[src/verilog/flash_cfg.svh]
`ifndef FLASH_CFG_SVH
`define FLASH_CFG_SVH

// width of one array word
`define NB_BIT_DATA      8

// width of an array address
`define NB_BIT_ADD_MEM   9

// highest array address for a 512 byte array
`define TOP_MEM          511

// bytes per page and the index width inside a page
`define PLENGTH          16
`define LSB_TO_CODE_PAGE 4

// bytes per sector
`define SSIZE_BYTES      64

// keeps the sector number and drops the low 6 bits
`define MASK_SECTOR      9'h1C0

`endif

[src/verilog/flash_pkg.sv]
`include "flash_cfg.svh"

package flash_pkg;

   // one array word
   typedef logic [`NB_BIT_DATA-1:0] flash_byte_t;

   // one array address
   typedef logic [`NB_BIT_ADD_MEM-1:0] flash_addr_t;

   // byte position inside a page
   typedef logic [`LSB_TO_CODE_PAGE-1:0] page_index_t;

   // ------------------------------
   // core operations
   // ------------------------------
   typedef enum logic [2:0] {
      OP_PAGE_OPEN    = 3'd0,
      OP_PAGE_LOAD    = 3'd1,
      OP_PROGRAM      = 3'd2,
      OP_SECTOR_ERASE = 3'd3,
      OP_BULK_ERASE   = 3'd4,
      OP_READ_SET     = 3'd5,
      OP_READ         = 3'd6
   } flash_op_t;

endpackage

[src/verilog/flash_cmd_if.sv]
`timescale 1ns/1ps

interface flash_cmd_if;
   import flash_pkg::*;

   // single cycle command strobe
   logic        cmd_valid;
   flash_op_t   cmd_op;
   // page, sector, pointer or index depending on the operation
   flash_addr_t cmd_addr;
   // byte for page loads
   flash_byte_t cmd_data;

   // page buffer needs the index and the byte
   modport buf_mp (
      input cmd_valid,
      input cmd_op,
      input cmd_addr,
      input cmd_data
   );

   // sequencer latches addresses only
   modport seq_mp (
      input cmd_valid,
      input cmd_op,
      input cmd_addr
   );

   // engine only decodes which job to start
   modport eng_mp (
      input cmd_valid,
      input cmd_op
   );

endinterface

[src/verilog/flash_page_buffer.sv]
`timescale 1ns/1ps
`include "flash_cfg.svh"

module flash_page_buffer (
   input  logic                   se_enable,
   input  logic                   read_enable,
   flash_cmd_if.buf_mp            cmd,
   input  flash_pkg::page_index_t buf_index,
   output flash_pkg::flash_byte_t buf_byte
);
   import flash_pkg::*;

   // one register per byte of the page
   flash_byte_t page_q [0:`PLENGTH-1];
   page_index_t load_idx;
   logic        open_hit;
   logic        load_hit;

   // ------------------------------
   // command decode
   // ------------------------------
   assign open_hit = cmd.cmd_valid && (cmd.cmd_op == OP_PAGE_OPEN);
   assign load_hit = cmd.cmd_valid && (cmd.cmd_op == OP_PAGE_LOAD);

   // low address bits pick the byte inside the page
   assign load_idx = cmd.cmd_addr[`LSB_TO_CODE_PAGE-1:0];

   // ------------------------------
   // buffer storage
   // ------------------------------
   always_ff @(posedge se_enable or posedge read_enable)
   begin
      if (read_enable)
      begin
         // zeros here so a page open must come first
         for (int i = 0; i < `PLENGTH; i++)
            page_q[i] <= '0;
      end
      else if (open_hit)
      begin
         // all ones leaves unloaded bytes untouched by program
         for (int i = 0; i < `PLENGTH; i++)
            page_q[i] <= '1;
      end
      else if (load_hit)
      begin
         page_q[load_idx] <= cmd.cmd_data;
      end
   end

   // engine walks the index during program
   assign buf_byte = page_q[buf_index];

   // the operation must be known whenever a strobe arrives
   a_op_known : assert property (@(posedge se_enable) disable iff (read_enable)
      cmd.cmd_valid |-> !$isunknown(cmd.cmd_op))
      else $error("page buffer saw a strobe with an unknown operation");

endmodule

[src/flat_wrapper.sv]
// flat-port wrapper written by rule: the top's interface ports become plain ports
module flash_page_buffer_flat import flash_pkg::*;
  (se_enable, read_enable, buf_index, buf_byte, cmd_cmd_valid, cmd_cmd_op, cmd_cmd_addr, cmd_cmd_data);
  flash_cmd_if cmd_i ();
  input  logic se_enable;
  input  logic read_enable;
  input  flash_pkg::page_index_t buf_index;
  output flash_pkg::flash_byte_t buf_byte;
  input wire logic [$bits(cmd_i.cmd_valid)-1:0] cmd_cmd_valid;
  input wire logic [$bits(cmd_i.cmd_op)-1:0] cmd_cmd_op;
  input wire logic [$bits(cmd_i.cmd_addr)-1:0] cmd_cmd_addr;
  input wire logic [$bits(cmd_i.cmd_data)-1:0] cmd_cmd_data;
  assign cmd_i.cmd_valid = cmd_cmd_valid;
  assign cmd_i.cmd_op = cmd_cmd_op;
  assign cmd_i.cmd_addr = cmd_cmd_addr;
  assign cmd_i.cmd_data = cmd_cmd_data;
  flash_page_buffer u_core (.se_enable(se_enable), .read_enable(read_enable), .cmd(cmd_i), .buf_index(buf_index), .buf_byte(buf_byte));
endmodule
[config.mk]
export PLATFORM = sky130hd
export DESIGN_NAME = flash_page_buffer_flat
export DESIGN_NICKNAME = d
export VERILOG_FILES = /design/src/verilog/flash_pkg.sv /design/src/verilog/flash_cmd_if.sv /design/src/verilog/flash_page_buffer.sv /design/src/flat_wrapper.sv
export VERILOG_INCLUDE_DIRS = /design/src /design/src/verilog
export SDC_FILE = /design/constraint.sdc
export NUM_CORES = 1
export LEC_CHECK = 0
export BUFFER_PORTS_ARGS = -buffer_cell sky130_fd_sc_hd__buf_2
export CAP_MARGIN = 10
export CORE_MARGIN = 2
export CORE_UTILIZATION = 34
export DETAILED_ROUTE_END_ITERATION = 8
export GPL_TIMING_DRIVEN = 0
export PLACE_DENSITY_LB_ADDON = 0.25
export SYNTH_ARGS = -nofsm -noshare
export SYNTH_HDL_FRONTEND = slang
export SYNTH_SLANG_ARGS = --single-unit
[constraint.sdc]
create_clock -name se_enable -period 6.1 [get_ports se_enable]
set_input_delay 1.22 -clock se_enable [delete_from_list [all_inputs] [get_ports se_enable]]
set_output_delay 1.22 -clock se_enable [all_outputs]
set_load 0.05 [all_outputs]
# After elaboration in Yosys (flattened, before gate mapping)
# Cells that the tools add are included.
dict set report totals {
  reg_bits 128
  in_bits 27
  word_cells 35
}
dict set report op_classes {
  magnitude_cmp 3
  n_eq_ne 1
  n_mux 8
  bitwise 2
  reduce_logical 5
}
# op count
set ops {}
lappend ops {{128-bit 2-to-1 mux} 2}
lappend ops {{128-bit bitwise mux} 1}
lappend ops {{8-bit binary-select mux with 4-bit select} 1}
lappend ops {{8-bit demux with 4-bit select} 1}
lappend ops {{8-bit 2-to-1 mux} 3}
lappend ops {{5-bit greater-or-equal comparator, second input constant} 2}
lappend ops {{4-bit NOT with 5-bit output} 2}
lappend ops {{5-bit by 1-bit < comparator with 1-bit output, second input constant} 1}
lappend ops {{3-bit by 1-bit == test with 1-bit output, second input constant} 1}
lappend ops {{1-bit logical AND} 3}
lappend ops {{3-bit zero test} 1}
lappend ops {{2-bit nonzero test} 1}

# Depth between registers and ports, before layout
dict set report depth {
  word_depth 8
  ltp_mapped 6
  depth_no_buf 3
}

# Worst setup path before layout
# No wires, ideal clock.
dict set report synth_timing {
  path_kind {input-to-output}
  from {input port buf_index[0]}
  to {output port buf_byte[1]}
  t_arrival_ns 2.753
  required_ns 4.880
  path_slack_ns 2.127
  stages 5
  n_path_buf 2
  path_cell_list {clkbuf_1 -> buf_2 -> mux4_2 -> a22oi_1 -> nand2_1}
}
dict set report synth_via {
  elab_chain_cells 4
}
# element line_no
set synth_lines {}
lappend synth_lines {{start: declaration} flat_wrapper.sv:7} ;# input flash_pkg::page_index_t buf_index;
lappend synth_lines {{4-bit NOT with 5-bit output (implied by the code)} flash_page_buffer.sv:52} ;# assign buf_byte = page_q[buf_index];
lappend synth_lines {{8-bit binary-select mux with 4-bit select} flash_page_buffer.sv:52}
lappend synth_lines {{8-bit 2-to-1 mux (implied by the code) (2 in series)} flash_page_buffer.sv:52}
lappend synth_lines {{end: declaration} flat_wrapper.sv:8} ;# output flash_pkg::flash_byte_t buf_byte;
# No other way between the ends. The select of a mux whose other input is x is not followed.

# Worst setup path in the final report
dict set report layout_timing {
  from {input port buf_index[1]}
  to {output port buf_byte[4]}
}
# Same word-level chain as after synthesis.

==> impl_metrics.toml <==
[status]
status = "finished clean"

[floorplanning]
rows = 48
die_w_um = 137
core-area_mm2 = 0.0172
fp.dieArea_mm2 = 0.0186
die_y_um = 137
io_pins = 35
initial_core_util_pct = 34.6

[cts]
clockBufferDepth = 2
cts_setup_buffers = 0
clock_latency_ps = 420
path_clk_slew_ps = 50
cts_tree = "built"
post_cts_resized = 0
htree_levels = 4
cts_buffers = 17
clock-sinks = 128
root_buffer = "clkbuf_16"
postCtsHoldBufs = 0

[detailed_routing]
first_iter_violations = 527
drt-total-wl_mm = 19.7
dr.pass1.iters = 5
viasPerCell = 6.52
vias = 4621
post_drt_wl_per_cell_um = 27.8
drc_errors = 0
postRouteAntennaNets = 0

[synth]
ys_ff_latch = 128
ys_seq_area_share_pct = 53.7
synthesis.nets = 452
syn_area_mm2 = 0.00597
syn_area_per_cell_um2 = 14.0
yosysUniqueCellTypes = 21
syn_inst = 425
yosysWarnings = 0

[finish]
reg.largest.list = "u_core.page_q x128"
final_net_count = 499
largest_reg_flops = 128
diodes = 0
fill_cells = 1586
layout_common_cells = "a221o_1 (128), dfrtp_1 (128), buf_2 (44)"
regArea_mm2 = 0.00320
multi_input_area_mm2 = 0.00254
largest_register = "u_core.page_q"
syn_to_final_growth_pct = 16.9
drive_gt1_share_pct = 22.3

[worst_setup_path]
worstSetupEndpointType = "output pin"
crit_slowest_cell = "clkbuf_1"
reg2reg_slack_ps = 5250
crit_fanout = 10
reg2reg_depth = 1
crit_chain = "clkbuf_1, clkbuf_1, mux4_2, a22oi_1, nand2_1, buf_2"
crit_type = "primary input to output pin"
critPathLaunchType = "primary input"
max_stage_delay_ps = 730
critPathArrivalTime_ps = 3290
cpMostUsedCell = "clkbuf_1"
required_ps = 4880

[hold_path]
hold_depth = 1
hp-class = "flip-flop to flip-flop"

[global_routing]
grt_pass1_wl_mm = 29.8
grt_pass1_vias = 4672
antenna_found_initial = 0
grt_max_degree = 82
grt_usage_pct = 22.4
overflow = 0

[place]
port_buffers = 27
dp_hpwl_mm = 14.1
dp_slack_ps = 1630
gp_congestion = 0.867

[sta]
tns_ps = 0
fmax_mhz = 222
rsz0062_at_grt = "no"
max_slew_margin_pct = 38.4
finalSetupViolCount = 0
clock_skew_ps = 0
post-route-period-util_pct = 74.0
fin_ws_ps = 1590
layout_min_cycle_time_ps = 4510
finalHoldViolCount = 0
slew_violations = 0
worst_pin_slew_ps = 925

[power_and_ir_drop]
leakage_nw = 2.52
power_density_mw_per_mm2 = 338
vdd_drop_max_v = 0.000324

[run]
cap_violations = 0
-- report_power, final --
part / internal (mW) / switching, mW / total (mW)
combinational: 0.172 / 0.184 / 0.356
clock: 0.618 / 0.359 / 0.977
sequential: 0.961 / 0.0666 / 1.03
-- cells by family (layout without fill, tap and decap cells) --
kind of cell,Yosys count,in the layout,share of synthesized area (%)
compound gates,144,144,23.5
flops,128,128,53.7
simple gates,71,71,7.08
buf+inv,50,109,3.71
mux,32,32,12.1
-- cell usage after synthesis --
cell type  number  share of area [%]
buf_2          17                1.4
clkinv_1        1              0.063
and2_1         28                2.9
buf_4           3               0.38
inv_1           1              0.063
nor2_1          2               0.13
nor4b_4         1               0.40
clkbuf_2        1              0.084
a221o_1       128                 21
dfrtp_1       128                 54
nand2_1         8               0.50
nor4bb_1        1               0.17
and3_1          8               0.84
clkbuf_1       26                1.6
nand3_1        16                1.3
mux4_2         32                 12
and2_0          2               0.21
nor4b_1         1               0.15
buf_1           1              0.063
a22oi_1        16                2.0
nor2b_1         4               0.42
-- stage by stage --
step                cell area, µm²  util, %  instances  hold WS (ps)  total power, mW
floorplan                     5970        -        425           474             1.28
global placement              6390     37.0        677           491             1.38
detailed placement            6420     37.2        678           493             1.39
CTS                           6980     40.5        709           509             2.36
global route                  6980     40.5        709           518             2.44
finish                        6980     40.5        709           507             2.36
-- final cells by class --
type	count	area share [%]
buffer	48	3.07
clock buffer	25	6.81
clock inverter	6	1.18
inverter	2	0.179
multi-input combinational	247	36.5
sequential	128	45.9
tap	225	4.04
timing repair buffer	28	2.33
-- metal layers --
layer	routed length, µm	global-route usage [%]
met1	8190	30.0
met2	9220	34.1
met3	1950	7.52
met4	354	7.58
met5	0	0
-- path summary, 6_finish.rpt --
kind | startpoint | to
setup / recovery | buf_index[1] | buf_byte[4]
hold / removal | u_core.page_q[71] | u_core.page_q[71]
setup reg to reg | u_core.page_q[70] | u_core.page_q[70]
hold reg to reg | u_core.page_q[71] | u_core.page_q[71]
max in group asynchronous | read_enable | u_core.page_q[15]
min in group asynchronous | read_enable | u_core.page_q[103]
-- worst max-delay path: cells and delay by family --
family	cells	cell delay, ps
compound gates	1	270
buf+inv	3	1210
mux	1	410
simple gates	1	160
No activity file was read; power rests on OpenSTA's default activity.
