## src/verilog/flash_cfg.svh

```systemverilog
`ifndef FLASH_CFG_SVH
`define FLASH_CFG_SVH

// width of one array word
`define NB_BIT_DATA      8

// width of an array address
`define NB_BIT_ADD_MEM   9

// highest array address for a 512 byte array
`define TOP_MEM          511

// bytes per page and the index width inside a page
`define PLENGTH          16
`define LSB_TO_CODE_PAGE 4

// bytes per sector
`define SSIZE_BYTES      64

// keeps the sector number and drops the low 6 bits
`define MASK_SECTOR      9'h1C0

`endif

```

## src/verilog/flash_pkg.sv

```systemverilog
`include "flash_cfg.svh"

package flash_pkg;

   // one array word
   typedef logic [`NB_BIT_DATA-1:0] flash_byte_t;

   // one array address
   typedef logic [`NB_BIT_ADD_MEM-1:0] flash_addr_t;

   // byte position inside a page
   typedef logic [`LSB_TO_CODE_PAGE-1:0] page_index_t;

   // ------------------------------
   // core operations
   // ------------------------------
   typedef enum logic [2:0] {
      OP_PAGE_OPEN    = 3'd0,
      OP_PAGE_LOAD    = 3'd1,
      OP_PROGRAM      = 3'd2,
      OP_SECTOR_ERASE = 3'd3,
      OP_BULK_ERASE   = 3'd4,
      OP_READ_SET     = 3'd5,
      OP_READ         = 3'd6
   } flash_op_t;

endpackage

```

## src/verilog/flash_cmd_if.sv

```systemverilog
`timescale 1ns/1ps

interface flash_cmd_if;
   import flash_pkg::*;

   // single cycle command strobe
   logic        cmd_valid;
   flash_op_t   cmd_op;
   // page, sector, pointer or index depending on the operation
   flash_addr_t cmd_addr;
   // byte for page loads
   flash_byte_t cmd_data;

   // page buffer needs the index and the byte
   modport buf_mp (
      input cmd_valid,
      input cmd_op,
      input cmd_addr,
      input cmd_data
   );

   // sequencer latches addresses only
   modport seq_mp (
      input cmd_valid,
      input cmd_op,
      input cmd_addr
   );

   // engine only decodes which job to start
   modport eng_mp (
      input cmd_valid,
      input cmd_op
   );

endinterface

```

## src/verilog/flash_addr_if.sv

```systemverilog
`timescale 1ns/1ps

interface flash_addr_if;
   import flash_pkg::*;

   // page aligned base for program
   flash_addr_t page_base;
   // sector aligned base for sector erase
   flash_addr_t sector_base;
   // address of the next sequential read
   flash_addr_t read_ptr;
   // engine tells the sequencer a read went out
   logic        read_step;

   modport src_mp (
      output page_base,
      output sector_base,
      output read_ptr,
      input  read_step
   );

   modport dst_mp (
      input  page_base,
      input  sector_base,
      input  read_ptr,
      output read_step
   );

endinterface

```

## src/verilog/flash_addr_sequencer.sv

```systemverilog
`timescale 1ns/1ps
`include "flash_cfg.svh"

module flash_addr_sequencer (
   input  logic          se_enable,
   input  logic          read_enable,
   flash_cmd_if.seq_mp   cmd,
   input  logic          busy,
   flash_addr_if.src_mp  addr
);
   import flash_pkg::*;

   logic        cmd_ok;
   logic        ptr_load;
   flash_addr_t ptr_next;

   // commands during a running job are dropped
   assign cmd_ok   = cmd.cmd_valid && !busy;
   assign ptr_load = cmd_ok && (cmd.cmd_op == OP_READ_SET);

   // next sequential address with wrap back to 0
   assign ptr_next = (addr.read_ptr == flash_addr_t'(`TOP_MEM)) ? '0 :
                     addr.read_ptr + 1'b1;

   // ------------------------------
   // base address latches
   // ------------------------------
   always_ff @(posedge se_enable or posedge read_enable)
   begin
      if (read_enable)
      begin
         addr.page_base   <= '0;
         addr.sector_base <= '0;
      end
      else if (cmd_ok)
      begin
         // page base drops the index bits
         if (cmd.cmd_op == OP_PAGE_OPEN)
            addr.page_base <= {cmd.cmd_addr[`NB_BIT_ADD_MEM-1:`LSB_TO_CODE_PAGE],
                               {`LSB_TO_CODE_PAGE{1'b0}}};
         // any address inside the sector is accepted
         if (cmd.cmd_op == OP_SECTOR_ERASE)
            addr.sector_base <= cmd.cmd_addr & `MASK_SECTOR;
      end
   end

   // ------------------------------
   // read pointer
   // ------------------------------
   always_ff @(posedge se_enable or posedge read_enable)
   begin
      if (read_enable)
      begin
         addr.read_ptr <= '0;
      end
      else if (ptr_load)
      begin
         // a new pointer wins over a step from an older read
         addr.read_ptr <= cmd.cmd_addr;
      end
      else if (addr.read_step)
      begin
         addr.read_ptr <= ptr_next;
      end
   end

   // a pointer step only follows a read the engine accepted
   a_step_after_read : assert property (@(posedge se_enable) disable iff (read_enable)
      addr.read_step |-> $past(cmd.cmd_valid && (cmd.cmd_op == OP_READ) && !busy))
      else $error("read pointer stepped without an accepted read");

endmodule

```

## src/flat_wrapper.sv

```systemverilog
// flat-port wrapper written by rule: the top's interface ports become plain ports
module flash_addr_sequencer_flat import flash_pkg::*;
  (se_enable, read_enable, busy, cmd_cmd_valid, cmd_cmd_op, cmd_cmd_addr, addr_page_base, addr_sector_base, addr_read_ptr, addr_read_step);
  flash_cmd_if cmd_i ();
  flash_addr_if addr_i ();
  input  logic se_enable;
  input  logic read_enable;
  input  logic busy;
  input wire logic [$bits(cmd_i.cmd_valid)-1:0] cmd_cmd_valid;
  input wire logic [$bits(cmd_i.cmd_op)-1:0] cmd_cmd_op;
  input wire logic [$bits(cmd_i.cmd_addr)-1:0] cmd_cmd_addr;
  output wire logic [$bits(addr_i.page_base)-1:0] addr_page_base;
  output wire logic [$bits(addr_i.sector_base)-1:0] addr_sector_base;
  output wire logic [$bits(addr_i.read_ptr)-1:0] addr_read_ptr;
  input wire logic [$bits(addr_i.read_step)-1:0] addr_read_step;
  assign cmd_i.cmd_valid = cmd_cmd_valid;
  assign cmd_i.cmd_op = cmd_cmd_op;
  assign cmd_i.cmd_addr = cmd_cmd_addr;
  assign addr_page_base = addr_i.page_base;
  assign addr_sector_base = addr_i.sector_base;
  assign addr_read_ptr = addr_i.read_ptr;
  assign addr_i.read_step = addr_read_step;
  flash_addr_sequencer u_core (.se_enable(se_enable), .read_enable(read_enable), .cmd(cmd_i), .busy(busy), .addr(addr_i));
endmodule
```

## config.mk

```make
export PLATFORM = sky130hd
export DESIGN_NAME = flash_addr_sequencer_flat
export DESIGN_NICKNAME = d
export VERILOG_FILES = /design/src/verilog/flash_pkg.sv /design/src/verilog/flash_cmd_if.sv /design/src/verilog/flash_addr_if.sv /design/src/verilog/flash_addr_sequencer.sv /design/src/flat_wrapper.sv
export VERILOG_INCLUDE_DIRS = /design/src /design/src/verilog
export SDC_FILE = /design/constraint.sdc
export NUM_CORES = 1
export LEC_CHECK = 0
export BUFFER_PORTS_ARGS = -buffer_cell sky130_fd_sc_hd__buf_2
export CAP_MARGIN = 20
export CELL_PAD_IN_SITES_DETAIL_PLACEMENT = 2
export CELL_PAD_IN_SITES_GLOBAL_PLACEMENT = 2
export CORE_MARGIN = 4
export CORE_UTILIZATION = 28
export DETAILED_ROUTE_END_ITERATION = 7
export PLACE_DENSITY = 0.88
export SLEW_MARGIN = 10
export SYNTH_ARGS = -nofsm -noshare
export SYNTH_HDL_FRONTEND = slang
export SYNTH_SLANG_ARGS = --single-unit
```

## constraint.sdc

```tcl
create_clock -name se_enable -period 3.55 [get_ports se_enable]
set_clock_uncertainty 0.15 [all_clocks]
set_input_delay 0.1775 -clock se_enable [delete_from_list [all_inputs] [get_ports se_enable]]
set_output_delay 0.1775 -clock se_enable [all_outputs]
set_load 0.05 [all_outputs]
```

## Word level (Yosys, flattened, before mapping)

Index checks and enable logic that the tools add are counted.

| storage, ports and cells | value |
|---|---|
| word-level logic and storage cells | 17 |
| output and inout port bits | 27 |
| memory bits (read-only) | 0 |
| memories kept | 0 |
| latch bits | 0 |
| bits in registers | 17 |
| input port bits | 17 |
| RAM bits | 0 |

| operators by class | value |
|---|---|
| reductions and logical operators | 7 |
| order comparisons | 0 |
| equal/unequal tests | 3 |
| bitwise logic cells | 0 |
| add/subtract/negate cells | 1 |
| multipliers | 0 |
| shift operators | 0 |
| divide/modulo/power cells | 0 |
| muxes and demuxes | 3 |

Operators by type and width:

| kind | number |
|---|---|
| two-way mux 9 bit | 3 |
| adder 9 x 1 -> 9 bit (second input constant) | 1 |
| == test 9 bit (second input constant) | 1 |
| AND reduction 2 bit | 2 |
| == test 3 x 2 -> 1 bit (second input constant) | 1 |
| == test 3 bit (second input constant) | 1 |
| logical NOT 3 bit | 1 |
| logical AND 1 bit | 2 |
| nonzero test 2 bit | 1 |
| logical NOT 1 bit | 1 |

## Logic depth before layout (Yosys ltp)

Gate-level depths: netlist (run 1).

| logic depth | value |
|---|---|
| word-level depth | 4 |
| gate-level depth with buffers | 9 |
| mapped depth without buffers | 9 |

## Worst setup path before layout (run 1)

Ideal clock, no wire load.

| timing | value |
|---|---|
| kind | register to register |
| start point | register u_core.addr.read_ptr[0] |
| end point | register u_core.addr.read_ptr[2] |
| stages on the path, launching flop included | 10 |
| path slack | 1.059 ns |
| setup time | 0.077 ns |
| path buffers | 0 |
| arrival | 2.263 ns |
| clock period less this slack | 2.491 ns |
| required time | 3.323 ns |
| path through | dfrtp_1 > ha_1 > and3_1 > and3_1 > and3_1 > ha_1 > nand2b_1 > nor3b_1 > a21oi_1 > a21oi_1 |

| between the ends | value |
|---|---|
| longest elaborated chain between the ends | 4 |
| elaborated cells between the ends (all ways) | 5 |
| those cells by class | add/sub: 1; eq/ne: 1; mux: 3 |

Ends and longest elaborated chain:

| element | RTL line | text |
|---|---|---|
| start: declaration | flash_addr_if.sv:18 | `output read_ptr,` |
| start signal: assignment | flash_addr_sequencer.sv:59 | `addr.read_ptr <= cmd.cmd_addr;` |
| start signal: assignment | flash_addr_sequencer.sv:63 | `addr.read_ptr <= ptr_next;` |
| adder 9 x 1 -> 9 bit / == test 9 bit (equally long branches) | flash_addr_sequencer.sv:23, flash_addr_sequencer.sv:22 |  |
| two-way mux 9 bit (*) | flash_addr_sequencer.sv:22 | `` assign ptr_next = (addr.read_ptr == flash_addr_t'(`TOP_MEM)) ? '0 : `` |
| two-way mux 9 bit (*) | flash_addr_sequencer.sv:61 | `else if (addr.read_step)` |
| two-way mux 9 bit (*) | flash_addr_sequencer.sv:56 | `else if (ptr_load)` |

Mark *: on every way between the ends. The rest lies on a longest branch, timed or not. The select of a mux whose other input is x is not followed.
A chain may end at the register's enable or synchronous reset.

## Worst setup path in the final report (run 1)

Ends and elaborated chain as after synthesis.

==> results of run 1 <==
## cell usage in the layout, fill, tap and decap left out, types with 2 or more instances in the layout
| master | count |
|---|---|
| mux2_2 | 3 |
| dlygate4sd3_1 | 10 |
| inv_1 | 2 |
| nor2_1 | 14 |
| buf_2 | 33 |
| clkbuf_4 | 3 |
| a22oi_1 | 2 |
| nand2_1 | 4 |
| o21ai_0 | 6 |
| nand4_1 | 2 |
| a31oi_1 | 6 |
| mux2_4 | 5 |
| dfrtp_1 | 17 |
| and3_1 | 4 |
| conb_1 | 10 |
| ha_1 | 3 |
| a21oi_1 | 8 |
| or3_1 | 2 |
## area by class of cell
cell class                      count  share of cell area [%]
Clock buffer                        3                    1.76
Inverter                            2                   0.588
Sequential cell                    17                    33.3
Multi-Input combinational cell     77                    38.7
Timing Repair Buffer               43                    20.8
Clock inverter                      1                   0.392
Tap cell                           46                    4.51
## metrics by stage
stage          hold WS (ns)  setup WS, ns  cells  util [%]  power, mW
6_report             0.0724          1.12    189      37.7      0.954
5_1_grt              0.0841         0.950    189      37.7       1.01
4_1_cts             0.00191          1.12    188      37.4      0.961
3_5_place_dp          0.163          1.15    175      33.9      0.839
3_3_place_gp          0.151          1.24    175      33.9      0.825
2_1_floorplan       -0.0464          1.06    111         -      0.715
## per-layer routing
layer  GRT usage, %  vias up  part of all wire (%)
met4           3.80        0                  0.94
li1               -      422                     -
met2           21.7       34                    47
met1           15.6      423                    43
met3           5.16        4                   8.9
met5              0        -                     0
## worst min-delay path by stage
stage                          endpoint  slack, ns  cells past startpoint
2_1_floorplan  u_core.addr.page_base[4]      -0.05                      1
3_3_place_gp   u_core.addr.page_base[8]       0.15                      2
3_5_place_dp    u_core.addr.read_ptr[8]       0.16                      2
4_1_cts         u_core.addr.read_ptr[1]      0.002                      3
5_1_grt         u_core.addr.read_ptr[1]       0.08                      3
6_report        u_core.addr.read_ptr[7]       0.07                      3
## logic make-up (layout without fill, tap and decap cells)
family	Yosys count	in the layout
simple gates	33	33
compound gates	22	22
flops	17	17
buf+inv	17	49
mux	9	9
fa+ha+maj	3	3
other cells	1	10
## worst register-to-register path: stages (launching register included)
cell and delay, ns:
dfrtp_1 0.44, ha_1 0.23, and3_1 0.22, and3_1 0.20, and3_1 0.20, ha_1 0.26
nand2b_1 0.24, nor3b_1 0.22, a21oi_1 0.06, a21oi_1 0.14
## registers in the layout, indices dropped and copies added, names as in the netlist
| name | flops |
|---|---|
| u_core.addr.read_ptr | 9 |
| u_core.addr.page_base | 5 |
| u_core.addr.sector_base | 3 |
## power by group through the flow
| stage | combinational, mW | clock (mW) | sequential (mW) |
|---|---|---|---|
| 4_1_cts | 0.504 | 0.117 | 0.339 |
| 2_1_floorplan | 0.150 | 0 | 0.565 |
| 3_3_place_gp | 0.487 | 0 | 0.338 |
| 6_report | 0.500 | 0.115 | 0.339 |
| 5_1_grt | 0.533 | 0.127 | 0.353 |
| 3_5_place_dp | 0.496 | 0 | 0.342 |
## repair_timing
| action | 4_1_cts | 5_1_grt |
|---|---|---|
| hold buffers | 9 | 1 |
| endpoints found under the hold margin | 29 | 1 |
| endpoints found under the setup margin | 0 | 0 |
| gates resized for setup | 0 | 0 |
==> metrics, run 1 <==
outcome=completed; overall routing resource usage=13.1%; CP Launch Type=register; Reg2Reg Depth=9; share of cells above drive strength 1=32.9%; Pins Over Slew Limit=0; Final Hold Violating Endpoints=0; clock sinks=17; synthesized cell area=997 um2; Synth Area in Adders=3.76%; ys flop type=dfrtp_1; io pins=44; main combinational cell family by area after synthesis=simple AND/OR/NAND/NOR gates; CP required=3.64 ns; antenna cells=0; # H-tree levels=1; drt first pass iters=4; NumNets Final=164; worst flop-to-flop path endpoint=u_core.addr.read_ptr[2]; Seq/Total Area, Yosys=42.7%; Worst Hold Class=in2reg; crit path capture=u_core.addr.read_ptr[2]; final WL=2890 um; vias in the first global route=947; Num CTS Buffers=3; DP Wirelength=2130 um; CP max-delay cell=dfrtp_1; CTS root buffer=clkbuf_4; critical register-to-register path startpoint=u_core.addr.read_ptr[0]; most numerous cell in the Yosys netlist=dfrtp_1; Setup crit start=u_core.addr.read_ptr[0]; IO Port Bufs=33; CP top delay family=simple AND/OR/NAND/NOR gates; most used cell along the critical path=and3_1; FF+latch area=425 um2; P_sw=0.515 mW; Synth Area in Compound Gates=12.3%; Comb pwr share=52.4%; Die Span Y=67.7 um; Stages on worst setup path=9; placed cell area=1150 um2; clock-pin transition on the worst setup and hold timing paths=0.12 ns; largest area contributor in the netlist=dfrtp_1; proportion of synthesized area in mux cells=11.9%; Max VDD drop=329 uV; CP Capture Type=register; setup TNS=0 ns; Slowest Stage Delay on Critical Path=0.44 ns; R2R Setup Slk=1.12 ns; syn_area_per_cell=9.78 um2; simple-gate share of the synthesized area=17.8%; P per Cell Area=747 nW/um2; remaining antenna violation count after routing=0; relative max-transition margin=53.1%; CP bufs+invs=0; kind of critical path=reg2reg; Setup violations, final=0; Skew-Pair Late Insertion Delay=0.31 ns; Via-to-Cell Ratio=4.67; top cells by count, synth=17 x dfrtp_1, 14 x nor2_1, 10 x buf_4, 8 x a21oi_1; Post-Synth XOR/XNOR Area=0%; initial antenna violation count=0; Min-Delay Startpoint=addr_read_step; top post-synthesis cells by area=dfrtp_1 43%, buf_4 7.5%, mux2_4 7.5%, nor2_1 5.3%, a21oi_1 4.0%; post-route cell area=1280 um2; CORE AREA=3390 um2; Tmin final=2.43 ns; Pint=0.439 mW; RSZ-0062 raised after global routing=false; WL/cell=15.3 um; Fillers=384; area of the multi-input gates=494 um2; CTS max path bufs=2; global-route wire length before repair=4510 um; maximum clock frequency=0.412 GHz; max_cap viols=0; sequential fraction of design power=35.5%; Slew @ Worst Pin=0.703 ns; Syn. warnings=0; Post-Synthesis Cells=102; Syn-to-layout area delta=28.1%; Async SR Flop Fraction=100%; post-synth cell types=27; static leakage=0.645 nW; setup bufs post-CTS=0; Post-route DRC=0; Synth top area share=42.7%; crit-path cells=ha_1 > and3_1 > and3_1 > and3_1 > ha_1 > nand2b_1 > nor3b_1 > a21oi_1 > a21oi_1; Initial Util=29.4%; Placer Congestion=0.859; initial DRC count=19; worst path arrival time=2.52 ns; CTS tree=yes; grt ovf=0; Post-synth EDFFs=0; Die Footprint=4580 um2; Clock power frac=12.1%; fin crit share=68.4%; Switching Fraction=54.0%; largest net degree at the start of global routing=19; critical path peak fanout=7; Vias=883; synthesized flop and latch total=17; Rows=21; Die W=67.7 um
No activity file was read; power rests on OpenSTA's default activity.
==> run 2: changes to the inputs <==
--- a/config.mk
+++ b/config.mk
@@ -11,9 +11,9 @@
 export CELL_PAD_IN_SITES_DETAIL_PLACEMENT = 2
 export CELL_PAD_IN_SITES_GLOBAL_PLACEMENT = 2
 export CORE_MARGIN = 4
-export CORE_UTILIZATION = 28
+export CORE_UTILIZATION = 24
 export DETAILED_ROUTE_END_ITERATION = 7
-export PLACE_DENSITY = 0.88
+export PLACE_DENSITY = 0.8
 export SLEW_MARGIN = 10
 export SYNTH_ARGS = -nofsm -noshare
 export SYNTH_HDL_FRONTEND = slang
==> constraint.sdc (replaced) <==
create_clock -name se_enable -period 2 [get_ports se_enable]
set_clock_uncertainty 0.15 [all_clocks]
set_input_delay 0.1 -clock se_enable [delete_from_list [all_inputs] [get_ports se_enable]]
set_output_delay 0.1 -clock se_enable [all_outputs]
set_load 0.05 [all_outputs]
==> run 2 against run 1 <==
The run now ends with hold timing, setup timing left; critical path depth stayed put; combinational power is 120% higher; count of clock-buffer cells in the layout unchanged; global-route usage up 0.79 points; final cell count is 7.4% higher; sequential cell count unchanged; cell area is 14% higher; clock power grew 140%; sequential power rose by 75%; non-clock buffer count rose by 10; total power up 100%; setup slack worse by 1.2 ns; highest routed layer unchanged.
==> metrics, run 2 (synthesized netlist as in run 1, its figures left out) <==
kind of critical path=reg2reg; fin crit share=104% (+35 points); commonest non-fill, non-tap cell in the layout=buf_2; Pins Over Slew Limit=0 (unchanged); R2R Setup Slk=-0.07 ns (-1.20 ns); worst flop-to-flop path endpoint=u_core.addr.read_ptr[2]; grt ovf=0 (unchanged); Syn-to-layout area delta=46.7%; failing checks=hold timing, setup timing; DP Wirelength=2510 um (+18%); # H-tree levels=1 (unchanged); WL/cell=17.0 um (+11%); CP required=2.03 ns (-1.61 ns); Die Span Y=72.5 um (+7.1%); CTS root buffer=clkbuf_8; overall routing resource usage=13.9% (+0.79 points); CORE AREA=4000 um2 (+18%); placed insts=185 (+5.7%); Final Total Pwr=1.95 mW (+100%); Initial Util=24.9% (-4.5 points); antenna cells=0 (unchanged); CP Launch Type=register; CTS max path bufs=2 (unchanged); largest net degree at the start of global routing=19 (unchanged); Worst Hold Class=in2reg; met3 wire len=242 um (-5.8%); Post-Route M1 WL=1320 um (+7.0%); worst path arrival time=2.10 ns (-0.42 ns); max_cap viols=0 (unchanged); Tmin final=2.07 ns (-0.354 ns); clock sinks=17 (unchanged); vias in the first global route=1,073 (+13%); global-route wire length before repair=5580 um (+24%); outcome=finished with violations; Hold Path Stages=3 (unchanged); share of cells above drive strength 1=49.0% (+16 points); Skew-Pair Late Insertion Delay=0.26 ns (-0.05 ns); P per Cell Area=1340 nW/um2 (+79%); static leakage=0.697 nW (+8.1%); max FFs per register=9 (unchanged); io pins=44 (unchanged); Fillers=452 (+18%); clock-pin transition on the worst setup and hold timing paths=0.07 ns (-0.05 ns); Post-route DRC=0 (unchanged); Max VDD drop=390 uV (+19%); fin util=36.6% (-1.1 points); Num CTS Buffers=3 (unchanged); critical path peak fanout=6 (-1); final std cells w/o fill=203 (+7.4%); Placer Congestion=0.869 (+1.2%); Via-to-Cell Ratio=4.62 (-1.2%); RSZ-0062 raised after global routing=true; CP Capture Type=register; area of the multi-input gates=576 um2 (+16%); placed cell area=1260 um2 (+9.4%); Final Hold Violating Endpoints=1 (+1); FF+latch area=430 um2 (+1.2%); Vias=937 (+6.1%); CTS tree=yes; Biggest register=u_core.addr.read_ptr; Reg2Reg Depth=9 (unchanged); Min-Delay Startpoint=cmd_cmd_addr[1]; relative max-transition margin=53.5% (+0.37 points); Rows=23 (+9.5%); initial antenna violation count=0 (unchanged); commonest non-fill, non-tap cells in the layout=33 x buf_2, 13 x dfrtp_1, 11 x nor2_1, 11 x buf_4, 10 x conb_1; hold_ws=-0.00355 ns (-0.0760 ns); top routing layer used=met4; final WL=3450 um (+20%); Die W=72.5 um (+7.1%); biggest regs=u_core.addr.read_ptr (9), u_core.addr.page_base (5), u_core.addr.sector_base (3); IO Port Bufs=33 (unchanged); Die Footprint=5250 um2 (+15%); Setup violations, final=5 (+5); met2 WL post-DR=1850 um (+35%); Slew @ Worst Pin=0.697 ns (-0.00554 ns); Final WS setup=-0.0735 ns (-1.20 ns); NumNets Final=174 (+6.1%); initial DRC count=26 (+7); hold path endpoint=u_core.addr.read_ptr[1]; critical register-to-register path startpoint=u_core.addr.read_ptr[1]; post-route cell area=1460 um2 (+14%); remaining antenna violation count after routing=0 (unchanged); maximum clock frequency=0.482 GHz (+17%); drt first pass iters=3 (-1)
run 2: cell count changes in the layout (fill, tap and decap cells not counted), sizes merged:
cell / delta
buf: +11
clkinv: -1
clkinvlp: +1
dlygate4sd3: -1
run 2: routing by layer:
metal  GRT usage, %  vias to the layer above
met5              0                        -
met4           3.48                        0
met1           15.8                      463
met3           4.71                        4
met2           25.0                       32
li1               -                      438
run 2: critical path, stage by stage, from the launching register on:
cell	delay, ns
dfrtp_2	0.43
ha_4	0.17
and3_4	0.15
and3_4	0.17
and3_4	0.19
ha_4	0.17
nand2b_4	0.18
nor3b_4	0.19
a21oi_2	0.06
a21oi_1	0.13
run 2: per-stage QoR:
stage | setup WS (ns) | setup TNS, ns
floorplan | -0.114 | -0.451
global placement | 0.0287 | 0
detailed placement | -0.0493 | -0.119
CTS | -0.0557 | -0.0988
global route | -0.164 | -0.722
finish | -0.0735 | -0.154
run 2: what timing repair did:
action	CTS	global route
endpoints found under the hold margin	33	0
buffers inserted	3	2
hold buffers	9	0
resized for setup	2	6
setup endpoints to repair	5	7
pin swaps	6	7
run 2: how the worst max path moves through the flow:
stage,slack [ns],cells after the start,from,end
after floorplan,-0.11,9,u_core.addr.read_ptr[0],u_core.addr.read_ptr[5]
after global placement,0.03,9,u_core.addr.read_ptr[1],u_core.addr.read_ptr[5]
final,-0.07,9,u_core.addr.read_ptr[1],u_core.addr.read_ptr[2]
after global routing,-0.16,9,u_core.addr.read_ptr[1],u_core.addr.read_ptr[2]
after CTS,-0.06,9,u_core.addr.read_ptr[0],u_core.addr.read_ptr[2]
after detailed placement,-0.05,9,u_core.addr.read_ptr[1],u_core.addr.read_ptr[2]
run 2: where the power goes:
group	switching (mW)	internal, mW
logic	0.747	0.340
clock network	0.134	0.141
registers	0.122	0.471
run 2: layout make-up:
cell class	count	share of cell area, %
timing repair buffer	53	23.1
tap	50	4.28
clock inverter	1	0.513
clock buffer	3	2.82
multi-input combinational	77	39.3
inverter	2	0.513
sequential	17	29.4
==> run 3: changes to the inputs <==
--- a/config.mk
+++ b/config.mk
@@ -11,9 +11,9 @@
 export CELL_PAD_IN_SITES_DETAIL_PLACEMENT = 2
 export CELL_PAD_IN_SITES_GLOBAL_PLACEMENT = 2
 export CORE_MARGIN = 4
-export CORE_UTILIZATION = 24
+export CORE_UTILIZATION = 28
 export DETAILED_ROUTE_END_ITERATION = 7
-export PLACE_DENSITY = 0.8
+export PLACE_DENSITY = 0.88
 export SLEW_MARGIN = 10
 export SYNTH_ARGS = -nofsm -noshare
 export SYNTH_HDL_FRONTEND = slang
==> constraint.sdc (replaced) <==
create_clock -name se_enable -period 2.4 [get_ports se_enable]
set_clock_uncertainty 0.15 [all_clocks]
set_input_delay 0.12 -clock se_enable [delete_from_list [all_inputs] [get_ports se_enable]]
set_output_delay 0.12 -clock se_enable [all_outputs]
set_load 0.05 [all_outputs]
==> run 3 against run 2 <==
The run now ends clean; combinational power fell by 30%; via count is 3.2% lower; sequential power decreased by 13%; critical path type unchanged.
==> metrics, run 3 (synthesized netlist as in run 1, its figures left out) <==
outcome=completed; Final Hold Violating Endpoints=0 (-1); grt ovf=0 (unchanged); clock-pin transition on the worst setup and hold timing paths=0.12 ns (+0.05 ns); global-route wire length before repair=5060 um (-9.4%); Skew-Pair Late Insertion Delay=0.31 ns (+0.05 ns); io pins=44 (unchanged); Num CTS Buffers=3 (unchanged); top routing layer used=met4; fin util=39.3% (+2.7 points); CTS max path bufs=2 (unchanged); NumNets Final=166 (-4.6%); fin crit share=95.8% (-7.9 points); overall routing resource usage=15.2% (+1.3 points); critical path peak fanout=6 (unchanged); Pins Over Slew Limit=0 (unchanged); Post-Route M1 WL=1250 um (-5.5%); crit path capture=u_core.addr.read_ptr[6]; initial DRC count=43 (+65%); WL/cell=16.1 um (-5.5%); DP Wirelength=2200 um (-12%); CORE AREA=3390 um2 (-15%); Via-to-Cell Ratio=4.75 (+2.9%); Final Total Pwr=1.45 mW (-26%); placed cell area=1160 um2 (-7.8%); maximum clock frequency=0.435 GHz (-9.8%); CP Launch Type=register; Placer Congestion=0.828 (-4.8%); antenna cells=0 (unchanged); biggest regs=u_core.addr.read_ptr (9), u_core.addr.page_base (5), u_core.addr.sector_base (3); relative max-transition margin=53.8% (+0.30 points); Rows=21 (-8.7%); met3 wire len=190 um (-21%); Final WS setup=0.101 ns (+0.175 ns); Vias=907 (-3.2%); pre-CTS setup slack=-0.00900 ns (+0.0403 ns); Worst Hold Class=in2reg; worst path arrival time=2.38 ns (+0.28 ns); critical register-to-register path startpoint=u_core.addr.read_ptr[1]; Die Footprint=4580 um2 (-13%); Biggest register=u_core.addr.read_ptr; CP Capture Type=register; vias in the first global route=1,007 (-6.2%); Syn-to-layout area delta=33.5%; remaining antenna violation count after routing=0 (unchanged); final WL=3070 um (-11%); Initial Util=29.4% (+4.5 points); worst flop-to-flop path endpoint=u_core.addr.read_ptr[6]; IO Port Bufs=33 (unchanged); max FFs per register=9 (unchanged); CTS tree=yes; initial antenna violation count=0 (unchanged); Fillers=372 (-18%); Setup crit start=u_core.addr.read_ptr[1]; CP required=2.48 ns (+0.45 ns); static leakage=0.653 nW (-6.3%); P per Cell Area=1090 nW/um2 (-18%); CTS root buffer=clkbuf_4; met2 WL post-DR=1590 um (-14%); Max VDD drop=371 uV (-4.7%); hold_ws=0.0266 ns (+0.0301 ns); Tmin final=2.30 ns (+0.225 ns); commonest non-fill, non-tap cells in the layout=33 x buf_2, 15 x dfrtp_1, 14 x nor2_1; R2R Setup Slk=0.10 ns (+0.17 ns); commonest non-fill, non-tap cell in the layout=buf_2; Die Span Y=67.7 um (-6.6%); Die W=67.7 um (-6.6%); Reg2Reg Depth=9 (unchanged); Post-route DRC=0 (unchanged); Slew @ Worst Pin=0.693 ns (-0.00447 ns); share of cells above drive strength 1=39.3% (-9.7 points); max_cap viols=0 (unchanged); drt first pass iters=3 (unchanged); largest net degree at the start of global routing=19 (unchanged); clock sinks=17 (unchanged); Setup violations, final=0 (-5); post-route cell area=1330 um2 (-9.0%); kind of critical path=reg2reg; # H-tree levels=1 (unchanged)
## run 3: layout make-up
cell class | instances | area (um2) | share of cell area (%)
clock buffer | 4 | 26.3 | 1.97
inverter | 2 | 7.51 | 0.564
multi-input combinational | 77 | 532 | 39.9
sequential | 17 | 428 | 32.1
tap | 46 | 57.6 | 4.32
timing repair buffer | 45 | 280 | 21.1
## run 3: how the worst min path moves through the flow
stage | depth (start not counted) | start | slack (ns) | end
final | 3 | addr_read_step | 0.03 | u_core.addr.read_ptr[1]
after global routing | 3 | addr_read_step | 0.02 | u_core.addr.read_ptr[1]
after CTS | 3 | addr_read_step | 0.001 | u_core.addr.read_ptr[7]
after detailed placement | 2 | read_enable | 0.11 | u_core.addr.read_ptr[7]
after global placement | 2 | read_enable | 0.1 | u_core.addr.page_base[7]
after floorplan | 1 | read_enable | -0.10 | u_core.addr.page_base[4]
## run 3: critical path, stage by stage (launching register included)
cell	delay [ns]
dfrtp_2	0.45
ha_2	0.20
and3_2	0.25
and3_1	0.21
and3_4	0.20
ha_1	0.19
buf_4	0.16
a31oi_1	0.14
o21ai_0	0.11
a31oi_1	0.17
## run 3: through the flow
step                setup TNS (ns)  std cells
floorplan                        0        111
global placement                 0        176
detailed placement        -0.00900        176
CTS                              0        191
global route              -0.00245        191
finish                           0        191
## run 3: metal layers
| metal | vias up | global-route usage, % |
|---|---|---|
| li1 | 426 | - |
| met5 | - | 0 |
| met3 | 5 | 4.33 |
| met1 | 444 | 17.4 |
| met2 | 32 | 27.0 |
| met4 | 0 | 5.06 |
## run 3: power by group
group / total, mW / internal [mW] / leakage [nW] / switching (mW)
Sequential: 0.514 / 0.388 / 0.201 / 0.126
Combinational: 0.768 / 0.213 / 0.437 / 0.554
Clock: 0.170 / 0.0649 / 0.0150 / 0.105
## run 3: repair_timing
item | in CTS | in global routing
endpoints found under the hold margin | 34 | 0
pin swaps | 0 | 5
setup endpoints to repair | 2 | 5
setup buffers | 1 | 0
hold buffers | 10 | 0
resized for setup | 2 | 9
